$ cat config.mk
export PLATFORM = sky130hd
export DESIGN_NAME = branchPredictor
export DESIGN_NICKNAME = d
export VERILOG_FILES = /design/src/bpredPkg.sv /design/src/updateIf.sv /design/src/branchPredictor.sv /design/src/directionPredictor.sv /design/src/rasPredictor.sv /design/src/targetBuffer.sv
export SDC_FILE = /design/constraint.sdc
export NUM_CORES = 2
export LEC_CHECK = 0
export BUFFER_PORTS_ARGS = -buffer_cell sky130_fd_sc_hd__buf_2
export CAP_MARGIN = 40
export CORE_MARGIN = 4
export CORE_UTILIZATION = 49
export DETAILED_ROUTE_END_ITERATION = 7
export HOLD_SLACK_MARGIN = 0.12
export PLACE_DENSITY_LB_ADDON = 0.1
export SLEW_MARGIN = 20
export SYNTH_ARGS = -nofsm -noshare
export SYNTH_HDL_FRONTEND = slang
export SYNTH_HIERARCHICAL = 1
export SYNTH_SLANG_ARGS = --single-unit
$ cat constraint.sdc
create_clock -name clk -period 7.18 [get_ports clk]
set_input_delay 0.718 -clock clk [delete_from_list [all_inputs] [get_ports clk]]
set_output_delay 0.718 -clock clk [all_outputs]
set_load 0.01 [all_outputs]
$ cat src/bpredPkg.sv
////////////////////
// Sizes here are fixed for a 32-bit core without compressed instructions.
// Table indices drop PC bits 1:0, so every fetch address is word aligned.
////////////////////
package bpredPkg;

  ////////////////////
  // Widths and table sizes
  ////////////////////

  // Address width of the core
  localparam int XLEN = 32;

  // Size of one instruction in bytes, used for the fall-through address
  localparam logic [XLEN-1:0] InstrBytes = 4;

  // Return address stack depth and the width of its pointer
  localparam int RasDepth = 8;
  localparam int RasPtrBits = 3;

  // Counter table index comes from PC bits 7:2, giving 64 counters
  localparam int BhtIndexBits = 6;

  // Target buffer index comes from PC bits 6:2 and the tag is everything above
  localparam int BtbIndexBits = 5;
  localparam int BtbTagBits = XLEN - BtbIndexBits - 2;

  ////////////////////
  // Enumerations
  ////////////////////

  // Class of a control instruction as resolved in execute
  typedef enum logic [2:0] {
    classNone,
    classBranch,
    classJump,
    classCall,
    classReturn
  } instrClass;

  // Two-bit saturating counter, the high bit is the taken prediction
  typedef enum logic [1:0] {
    strongNotTaken,
    weakNotTaken,
    weakTaken,
    strongTaken
  } counterState;

endpackage

$ cat src/updateIf.sv
////////////////////
// One resolved control instruction per cycle, with no handshake.
////////////////////
interface updateIf;

  // Strobe that writes the tables at the next rising edge
  logic updateEn;

  // Address of the resolved instruction and its computed target
  logic [bpredPkg::XLEN-1:0] updatePC;
  logic [bpredPkg::XLEN-1:0] updateTarget;

  // Class of the resolved instruction and its actual direction
  bpredPkg::instrClass updateClass;
  logic updateTaken;

  // The execute stage drives a resolution
  modport source (
    output updateEn,
    output updatePC,
    output updateTarget,
    output updateClass,
    output updateTaken
  );

  // Prediction tables only observe the resolution
  modport tables (
    input updateEn,
    input updatePC,
    input updateTarget,
    input updateClass,
    input updateTaken
  );

endinterface
$ cat src/branchPredictor.sv
////////////////////
// Prediction is combinational from fetchPC; there is no back-pressure.
// A hit on a call or return moves the stack even if fetch is later flushed.
////////////////////
module branchPredictor (
  input  logic                      clk,
  input  logic                      reset,
  input  logic                      fetchValid,
  input  logic [bpredPkg::XLEN-1:0] fetchPC,
  input  logic                      updateEn,
  input  logic [bpredPkg::XLEN-1:0] updatePC,
  input  logic [bpredPkg::XLEN-1:0] updateTarget,
  input  bpredPkg::instrClass       updateClass,
  input  logic                      updateTaken,
  input  logic                      rasRestore,
  output logic                      predTaken,
  output logic [bpredPkg::XLEN-1:0] predPC
);

  // Resolution bundle shared by both tables
  updateIf upd ();

  // Lookup results from the tables and the stack
  logic                      btbHit;
  bpredPkg::instrClass       btbClass;
  logic [bpredPkg::XLEN-1:0] btbTarget;
  logic                      dirTaken;
  logic [bpredPkg::XLEN-1:0] rasTop;

  // Steering of the stack and the sequential address
  logic                      entryHit;
  logic                      rasPush;
  logic                      rasPop;
  logic [bpredPkg::XLEN-1:0] fallThrough;

  // The execute stage resolution goes straight onto the bundle
  assign upd.updateEn = updateEn;
  assign upd.updatePC = updatePC;
  assign upd.updateTarget = updateTarget;
  assign upd.updateClass = updateClass;
  assign upd.updateTaken = updateTaken;

  ////////////////////
  // Prediction sources
  ////////////////////

  targetBuffer i_targetBuffer (
    .clk      (clk),
    .reset    (reset),
    .upd      (upd),
    .lookupPC (fetchPC),
    .hit      (btbHit),
    .hitClass (btbClass),
    .hitTarget(btbTarget)
  );

  directionPredictor i_directionPredictor (
    .clk         (clk),
    .reset       (reset),
    .upd         (upd),
    .lookupPC    (fetchPC),
    .predictTaken(dirTaken)
  );

  rasPredictor i_rasPredictor (
    .clk    (clk),
    .reset  (reset),
    .push   (rasPush),
    .pop    (rasPop),
    .restore(rasRestore),
    .pushPC (fallThrough),
    .topPC  (rasTop)
  );

  ////////////////////
  // Next PC selection
  ////////////////////

  assign fallThrough = fetchPC + bpredPkg::InstrBytes;
  assign entryHit = fetchValid && btbHit;

  // Calls save their return point and returns consume it
  assign rasPush = entryHit && (btbClass == bpredPkg::classCall);
  assign rasPop = entryHit && (btbClass == bpredPkg::classReturn);

  always_comb begin
    predTaken = 1'b0;
    predPC = fallThrough;
    if (entryHit) begin
      unique case (btbClass)
        bpredPkg::classJump, bpredPkg::classCall: begin
          predTaken = 1'b1;
          predPC = btbTarget;
        end
        bpredPkg::classReturn: begin
          predTaken = 1'b1;
          predPC = rasTop;
        end
        bpredPkg::classBranch: begin
          // Conditional branches follow their counter
          predTaken = dirTaken;
          predPC = dirTaken ? btbTarget : fallThrough;
        end
        default: begin
          predTaken = 1'b0;
          predPC = fallThrough;
        end
      endcase
    end
  end

endmodule

$ cat src/directionPredictor.sv
////////////////////
// Counters are trained by branches only and are shared by aliasing PCs.
////////////////////
module directionPredictor (
  input  logic                      clk,
  input  logic                      reset,
  updateIf.tables                   upd,
  input  logic [bpredPkg::XLEN-1:0] lookupPC,
  output logic                      predictTaken
);

  // One saturating counter per index
  bpredPkg::counterState counters [2**bpredPkg::BhtIndexBits];

  // Index bits for the fetch read and for the training write
  logic [bpredPkg::BhtIndexBits-1:0] lookupIdx;
  logic [bpredPkg::BhtIndexBits-1:0] updateIdx;

  // Current and next state of the counter being trained
  bpredPkg::counterState trainOld;
  bpredPkg::counterState trainNew;

  // Raw bits of the counter read at fetch
  logic [1:0] lookupBits;

  assign lookupIdx = lookupPC[bpredPkg::BhtIndexBits+1:2];
  assign updateIdx = upd.updatePC[bpredPkg::BhtIndexBits+1:2];

  ////////////////////
  // Training
  ////////////////////

  assign trainOld = counters[updateIdx];

  // Step one state toward the outcome and hold at either end
  always_comb begin
    unique case (trainOld)
      bpredPkg::strongNotTaken:
        trainNew = upd.updateTaken ? bpredPkg::weakNotTaken : bpredPkg::strongNotTaken;
      bpredPkg::weakNotTaken:
        trainNew = upd.updateTaken ? bpredPkg::weakTaken : bpredPkg::strongNotTaken;
      bpredPkg::weakTaken:
        trainNew = upd.updateTaken ? bpredPkg::strongTaken : bpredPkg::weakNotTaken;
      default:
        trainNew = upd.updateTaken ? bpredPkg::strongTaken : bpredPkg::weakTaken;
    endcase
  end

  // Counters wake up weakly not taken so one taken outcome flips them
  always_ff @(posedge clk or posedge reset) begin
    if (reset) begin
      for (int i = 0; i < 2**bpredPkg::BhtIndexBits; i++) begin
        counters[i] <= bpredPkg::weakNotTaken;
      end
    end else if (upd.updateEn && upd.updateClass == bpredPkg::classBranch) begin
      counters[updateIdx] <= trainNew;
    end
  end

  ////////////////////
  // Fetch read
  ////////////////////

  // The high bit of the counter is the direction
  assign lookupBits = counters[lookupIdx];
  assign predictTaken = lookupBits[1];

endmodule

$ cat src/rasPredictor.sv
////////////////////
// No checkpoints, so a mispredicted call leaves the stack corrupted.
// Overflow wraps and overwrites the oldest entry without notice.
////////////////////
module rasPredictor (
  input  logic                      clk,
  input  logic                      reset,
  input  logic                      push,
  input  logic                      pop,
  input  logic                      restore,
  input  logic [bpredPkg::XLEN-1:0] pushPC,
  output logic [bpredPkg::XLEN-1:0] topPC
);

  // Pointer to the current top entry and its two neighbours
  logic [bpredPkg::RasPtrBits-1:0] ptr;
  logic [bpredPkg::RasPtrBits-1:0] ptrUp;
  logic [bpredPkg::RasPtrBits-1:0] ptrDown;

  // Circular storage of return addresses
  logic [bpredPkg::XLEN-1:0] stack [bpredPkg::RasDepth];

  // Pointer arithmetic wraps naturally at the stack depth
  assign ptrUp = ptr + 1'b1;
  assign ptrDown = ptr - 1'b1;

  ////////////////////
  // Pointer update
  ////////////////////

  // A restore undoes one pop, so it steps up just like a push
  // but leaves the entry untouched
  always_ff @(posedge clk or posedge reset) begin
    if (reset) begin
      ptr <= '0;
    end else if (push || restore) begin
      ptr <= ptrUp;
    end else if (pop) begin
      ptr <= ptrDown;
    end
  end

  ////////////////////
  // Entry storage
  ////////////////////

  // Entries start at zero so a return before any call predicts address 0
  always_ff @(posedge clk or posedge reset) begin
    if (reset) begin
      for (int i = 0; i < bpredPkg::RasDepth; i++) begin
        stack[i] <= '0;
      end
    end else if (push) begin
      stack[ptrUp] <= pushPC;
    end
  end

  // The top is read combinationally so a return sees it in its own cycle
  assign topPC = stack[ptr];

  // The flush that raises restore never lines up with a popping or pushing fetch
  assert property (@(posedge clk) disable iff (reset) !(pop && restore));
  assert property (@(posedge clk) disable iff (reset) !(push && restore));

endmodule

$ cat src/targetBuffer.sv
////////////////////
// Direct mapped, so two control instructions with the same index evict each other.
// Entries are written on every resolution, taken or not.
////////////////////
module targetBuffer (
  input  logic                      clk,
  input  logic                      reset,
  updateIf.tables                   upd,
  input  logic [bpredPkg::XLEN-1:0] lookupPC,
  output logic                      hit,
  output bpredPkg::instrClass       hitClass,
  output logic [bpredPkg::XLEN-1:0] hitTarget
);

  localparam int Entries = 2**bpredPkg::BtbIndexBits;

  // Valid bits are control state, the rest of an entry is payload
  logic                              valid [Entries];
  logic [bpredPkg::BtbTagBits-1:0]   tags [Entries];
  bpredPkg::instrClass               classes [Entries];
  logic [bpredPkg::XLEN-1:0]         targets [Entries];

  // Index and tag fields of the fetch address
  logic [bpredPkg::BtbIndexBits-1:0] lookupIdx;
  logic [bpredPkg::BtbTagBits-1:0]   lookupTag;

  // Index and tag fields of the resolved address
  logic [bpredPkg::BtbIndexBits-1:0] updateIdx;
  logic [bpredPkg::BtbTagBits-1:0]   updateTag;

  // Only real control instructions are allocated
  logic                              writeEn;

  assign lookupIdx = lookupPC[bpredPkg::BtbIndexBits+1:2];
  assign lookupTag = lookupPC[bpredPkg::XLEN-1:bpredPkg::BtbIndexBits+2];
  assign updateIdx = upd.updatePC[bpredPkg::BtbIndexBits+1:2];
  assign updateTag = upd.updatePC[bpredPkg::XLEN-1:bpredPkg::BtbIndexBits+2];

  assign writeEn = upd.updateEn && upd.updateClass != bpredPkg::classNone;

  ////////////////////
  // Table write
  ////////////////////

  always_ff @(posedge clk or posedge reset) begin
    if (reset) begin
      for (int i = 0; i < Entries; i++) begin
        valid[i] <= 1'b0;
      end
    end else if (writeEn) begin
      valid[updateIdx] <= 1'b1;
    end
  end

  // Tag, class and target of the resolved instruction
  always_ff @(posedge clk) begin
    if (writeEn) begin
      tags[updateIdx] <= updateTag;
      classes[updateIdx] <= upd.updateClass;
      targets[updateIdx] <= upd.updateTarget;
    end
  end

  ////////////////////
  // Fetch lookup
  ////////////////////

  // A hit needs a live entry whose tag matches the upper fetch bits
  assign hit = valid[lookupIdx] && (tags[lookupIdx] == lookupTag);
  assign hitClass = classes[lookupIdx];
  assign hitTarget = targets[lookupIdx];

  // Execute never reports a taken outcome for a non-control instruction
  assert property (@(posedge clk) disable iff (reset)
    !(upd.updateEn && upd.updateClass == bpredPkg::classNone && upd.updateTaken));

endmodule

==> results.yml <==
worst_setup_path:
  ff2ff_path_depth: 13
  ff2ff_setup_slack_ps: 2300
  startpoint: "fetchPC[3]"
  cp.required_ps: 6460
  arrival_ps: 5460
  rr_endpoint: "i_rasPredictor/stack[62]"
  startpoint_type: "input pin"
  worstSetupPathType: "input pin to output pin"
  reg2reg_from: "i_targetBuffer/tags[19][18]"
  worstSetupEndpointType: "output pin"
  critPathCapture: "predPC[28]"
  cp_max_fo: 67
power:
  clockPowerShare: 0.403
  switching_power_mw: 6.57
  power.density_nw_per_um2: 268
  leakage_nw: 36.7
  combPwrFrac: 0.073
  switching_share: 0.229
  p_int_mw: 22.1
  seq_power_share: 0.524
  vdd_drop_max_mv: 0.235
job:
  drv_cap: 0
timing:
  period_share: 0.861
  fmax_ghz: 0.162
  tightest_slew_ps: 1040
  max-slew-margin-rel: 0.304
  setup_viol: 0
  setup_tns_ps: 0
  grt_setup_unrepaired: "false"
  skew_ps: 29.9
  finalMaxSlewViolations: 0
  final-hold-violation-count: 0
  period_needed_ps: 6180
cts:
  clkSinkCount: 2339
  cts_root_buffer: "clkbuf_16"
  ctsHoldBuffers: 2
  htreeDepth: 4
  cts_buffer_depth: 3
  numCtsBuffers: 234
  clk_latency_ps: 860
  clkTransAtPathRegs_ps: 60
  cts_tree: "done"
  post-cts-setup-buffers: 0
  post_cts_resized: 0
synth:
  synth_cells: 4838
  synth_area_leader_cell: "edfxtp_1"
  synth-compound-area-share: 0.0289
  synth_edf_count: 1920
  syn_area_um2: 94500
  synthFlopType: "edfxtp_1"
  synth_area_leaders: "edfxtp_1 61%, mux4_2 15%, dfrtp_1 9.4%, mux2_2 2.7%, nand2_1 1.9%"
  synthMuxAreaShare: 0.191
  synth.ff_latch_count: 2339
  yosys_warnings: 6
  synth_adder_area_share: 0.000397
  yosys-top-cells-count: "1920 x edfxtp_1, 621 x mux4_2, 486 x nand2_1, 355 x dfrtp_1, 229 x mux2_2"
  synth_simple_gate_area_frac: 0.0367
  yosysMostFrequentCell: "edfxtp_1"
  synthDominantCellAreaShare: 0.610
  synth_top_family_by_area: "multiplexers"
  async_reset_ff_frac: 0.179
  synth_cell_type_count: 86
  synth-xor-area-share: 0.00522
  ys_seq_area_frac: 0.722
  syn_nets: 4946
  synth.avg_cell_area_um2: 19.5
floorplanning:
  dieArea_um2: 200000
  die_w_um: 447
  die_h_um: 447
  rows: 160
  ioPinCount: 138
  core-area_um2: 191000
  initial_core_util: 0.495
run_status:
  status: "complete, no violations"
routing:
  firstDrtPassIters: 6
  dr.first_iter.drc_count: 5135
  wirelength_um: 254000
  drc: 0
  num_vias: 48700
  viasPerCell: 6.20
  wl_per_cell_um: 32.4
  ant_nets: 0
place:
  dp_hpwl_um: 141000
  placed_area_um2: 99500
  globalplace.congestion: 0.802
  port_buffers: 135
finish:
  drive_gt1_frac: 0.323
  final_nets: 5250
  areaGrowthSynthToFinish_pct: 13.1
  final_area_um2: 107000
  nFillCells: 14700
grt:
  antenna_found_initial: 23
  grt_max_degree: 172
  grt_pass1_vias: 49600
  grt_util_all_layers: 0.257
  grt-ovfl-total: 0
  grt_pass1_wl_um: 366000
hold_path:
  hp-class: "input pin to flip-flop"
[worst min-delay path by stage]
stage / from / end / slack [ps] / cells after the start
5_1_grt: fetchPC[1] / i_rasPredictor/stack[65] / 210 / 2
2_1_floorplan: i_targetBuffer/valid[11] / i_targetBuffer/valid[11] / 430 / 1
4_1_cts: fetchPC[0] / i_rasPredictor/stack[224] / 170 / 2
3_5_place_dp: i_targetBuffer/valid[19] / i_targetBuffer/valid[19] / 450 / 1
6_report: fetchPC[0] / i_rasPredictor/stack[224] / 250 / 2
3_3_place_gp: i_targetBuffer/valid[3] / i_targetBuffer/valid[3] / 450 / 1
[stage by stage]
stage | hold slack [ps] | util | worst slack [ps] | power (mW) | cells
3_5_place_dp | 447 | 0.521 | 1070 | 17.4 | 7406
4_1_cts | 168 | 0.559 | 1050 | 28.9 | 7834
5_1_grt | 209 | 0.560 | 831 | 29.7 | 7847
6_report | 245 | 0.560 | 1000 | 28.7 | 7855
3_3_place_gp | 445 | 0.518 | 1060 | 17.4 | 7372
2_1_floorplan | 434 | - | 2270 | 16.6 | 4838
[cells in the final DEF, fill, tap and decap left out, drive strengths merged, types with 10 or more instances in the layout]
| cell type | count |
|---|---|
| dfrtp | 355 |
| o2bb2ai | 20 |
| clkbuf | 306 |
| xnor2 | 35 |
| a21oi | 35 |
| nand2 | 487 |
| diode | 12 |
| a221oi | 11 |
| o21ai | 161 |
| o2111ai | 10 |
| o22ai | 17 |
| edfxtp | 1920 |
| nand4 | 11 |
| nor3 | 10 |
| and3 | 13 |
| a22oi | 69 |
| nor2b | 27 |
| clkinv | 102 |
| a31oi | 14 |
| buf | 331 |
| nand3 | 61 |
| mux2i | 100 |
| a211oi | 11 |
| nor2 | 77 |
| xor2 | 17 |
| dfstp | 64 |
| inv | 23 |
| mux2 | 275 |
| mux4 | 621 |
| or2 | 36 |
[sequential cells by signal, indices dropped and copies added (netlist names)]
name                           count
i_targetBuffer/valid              32
i_targetBuffer/targets          1024
i_targetBuffer/classes            96
i_directionPredictor/counters    128
i_rasPredictor/ptr                 3
i_targetBuffer/tags              800
i_rasPredictor/stack             256
[final cells by class]
class	count	area, µm²	share of cell area
Clock buffer	305	6330	0.0592
Sequential cell	2339	68200	0.638
Antenna cell	12	30.0	0.000281
Inverter	16	76.3	0.000714
Tap cell	2511	3140	0.0294
Clock inverter	121	882	0.00825
Timing Repair Buffer	335	3060	0.0286
Multi-Input combinational cell	2216	25100	0.235
[power by group through the flow]
stage / Clock (mW) / Sequential (mW) / Combinational [mW]
4_1_cts: 11.8 / 15.1 / 2.08
5_1_grt: 12.4 / 15.0 / 2.25
3_5_place_dp: 0 / 15.3 / 2.08
6_report: 11.6 / 15.0 / 2.11
3_3_place_gp: 0 / 15.3 / 2.05
2_1_floorplan: 0 / 15.2 / 1.36
[cells by family (layout without fill, tap and decap cells)]
family	Yosys count	count (layout)
flops	2339	2339
xor+xnor	52	52
compound gates	399	399
other cells	0	12
buf+inv	283	777
fa+ha+maj	3	3
simple gates	766	766
mux	996	996
[worst max-delay path, stage by stage]
cell and delay [ps]:
buf_8 470, buf_4 460, mux4_2 380, mux4_2 460, nand2_1 70, o21ai_0 230
xor2_1 240, a2111oi_0 430, nand4_1 250, nor4_2 330, and2_1 330, o21ai_4 240
buf_4 280, o2bb2ai_1 300, buf_2 210
[per-layer routing]
metal / global-route usage / vias up / part of all wire
li1: - / 20200 / -
met1: 0.371 / 26500 / 0.42
met2: 0.415 / 1624 / 0.49
met3: 0.0380 / 334 / 0.061
met4: 0.0710 / 2 / 0.028
met5: 0 / - / 0.000039
(Power assumes the default switching activity.)
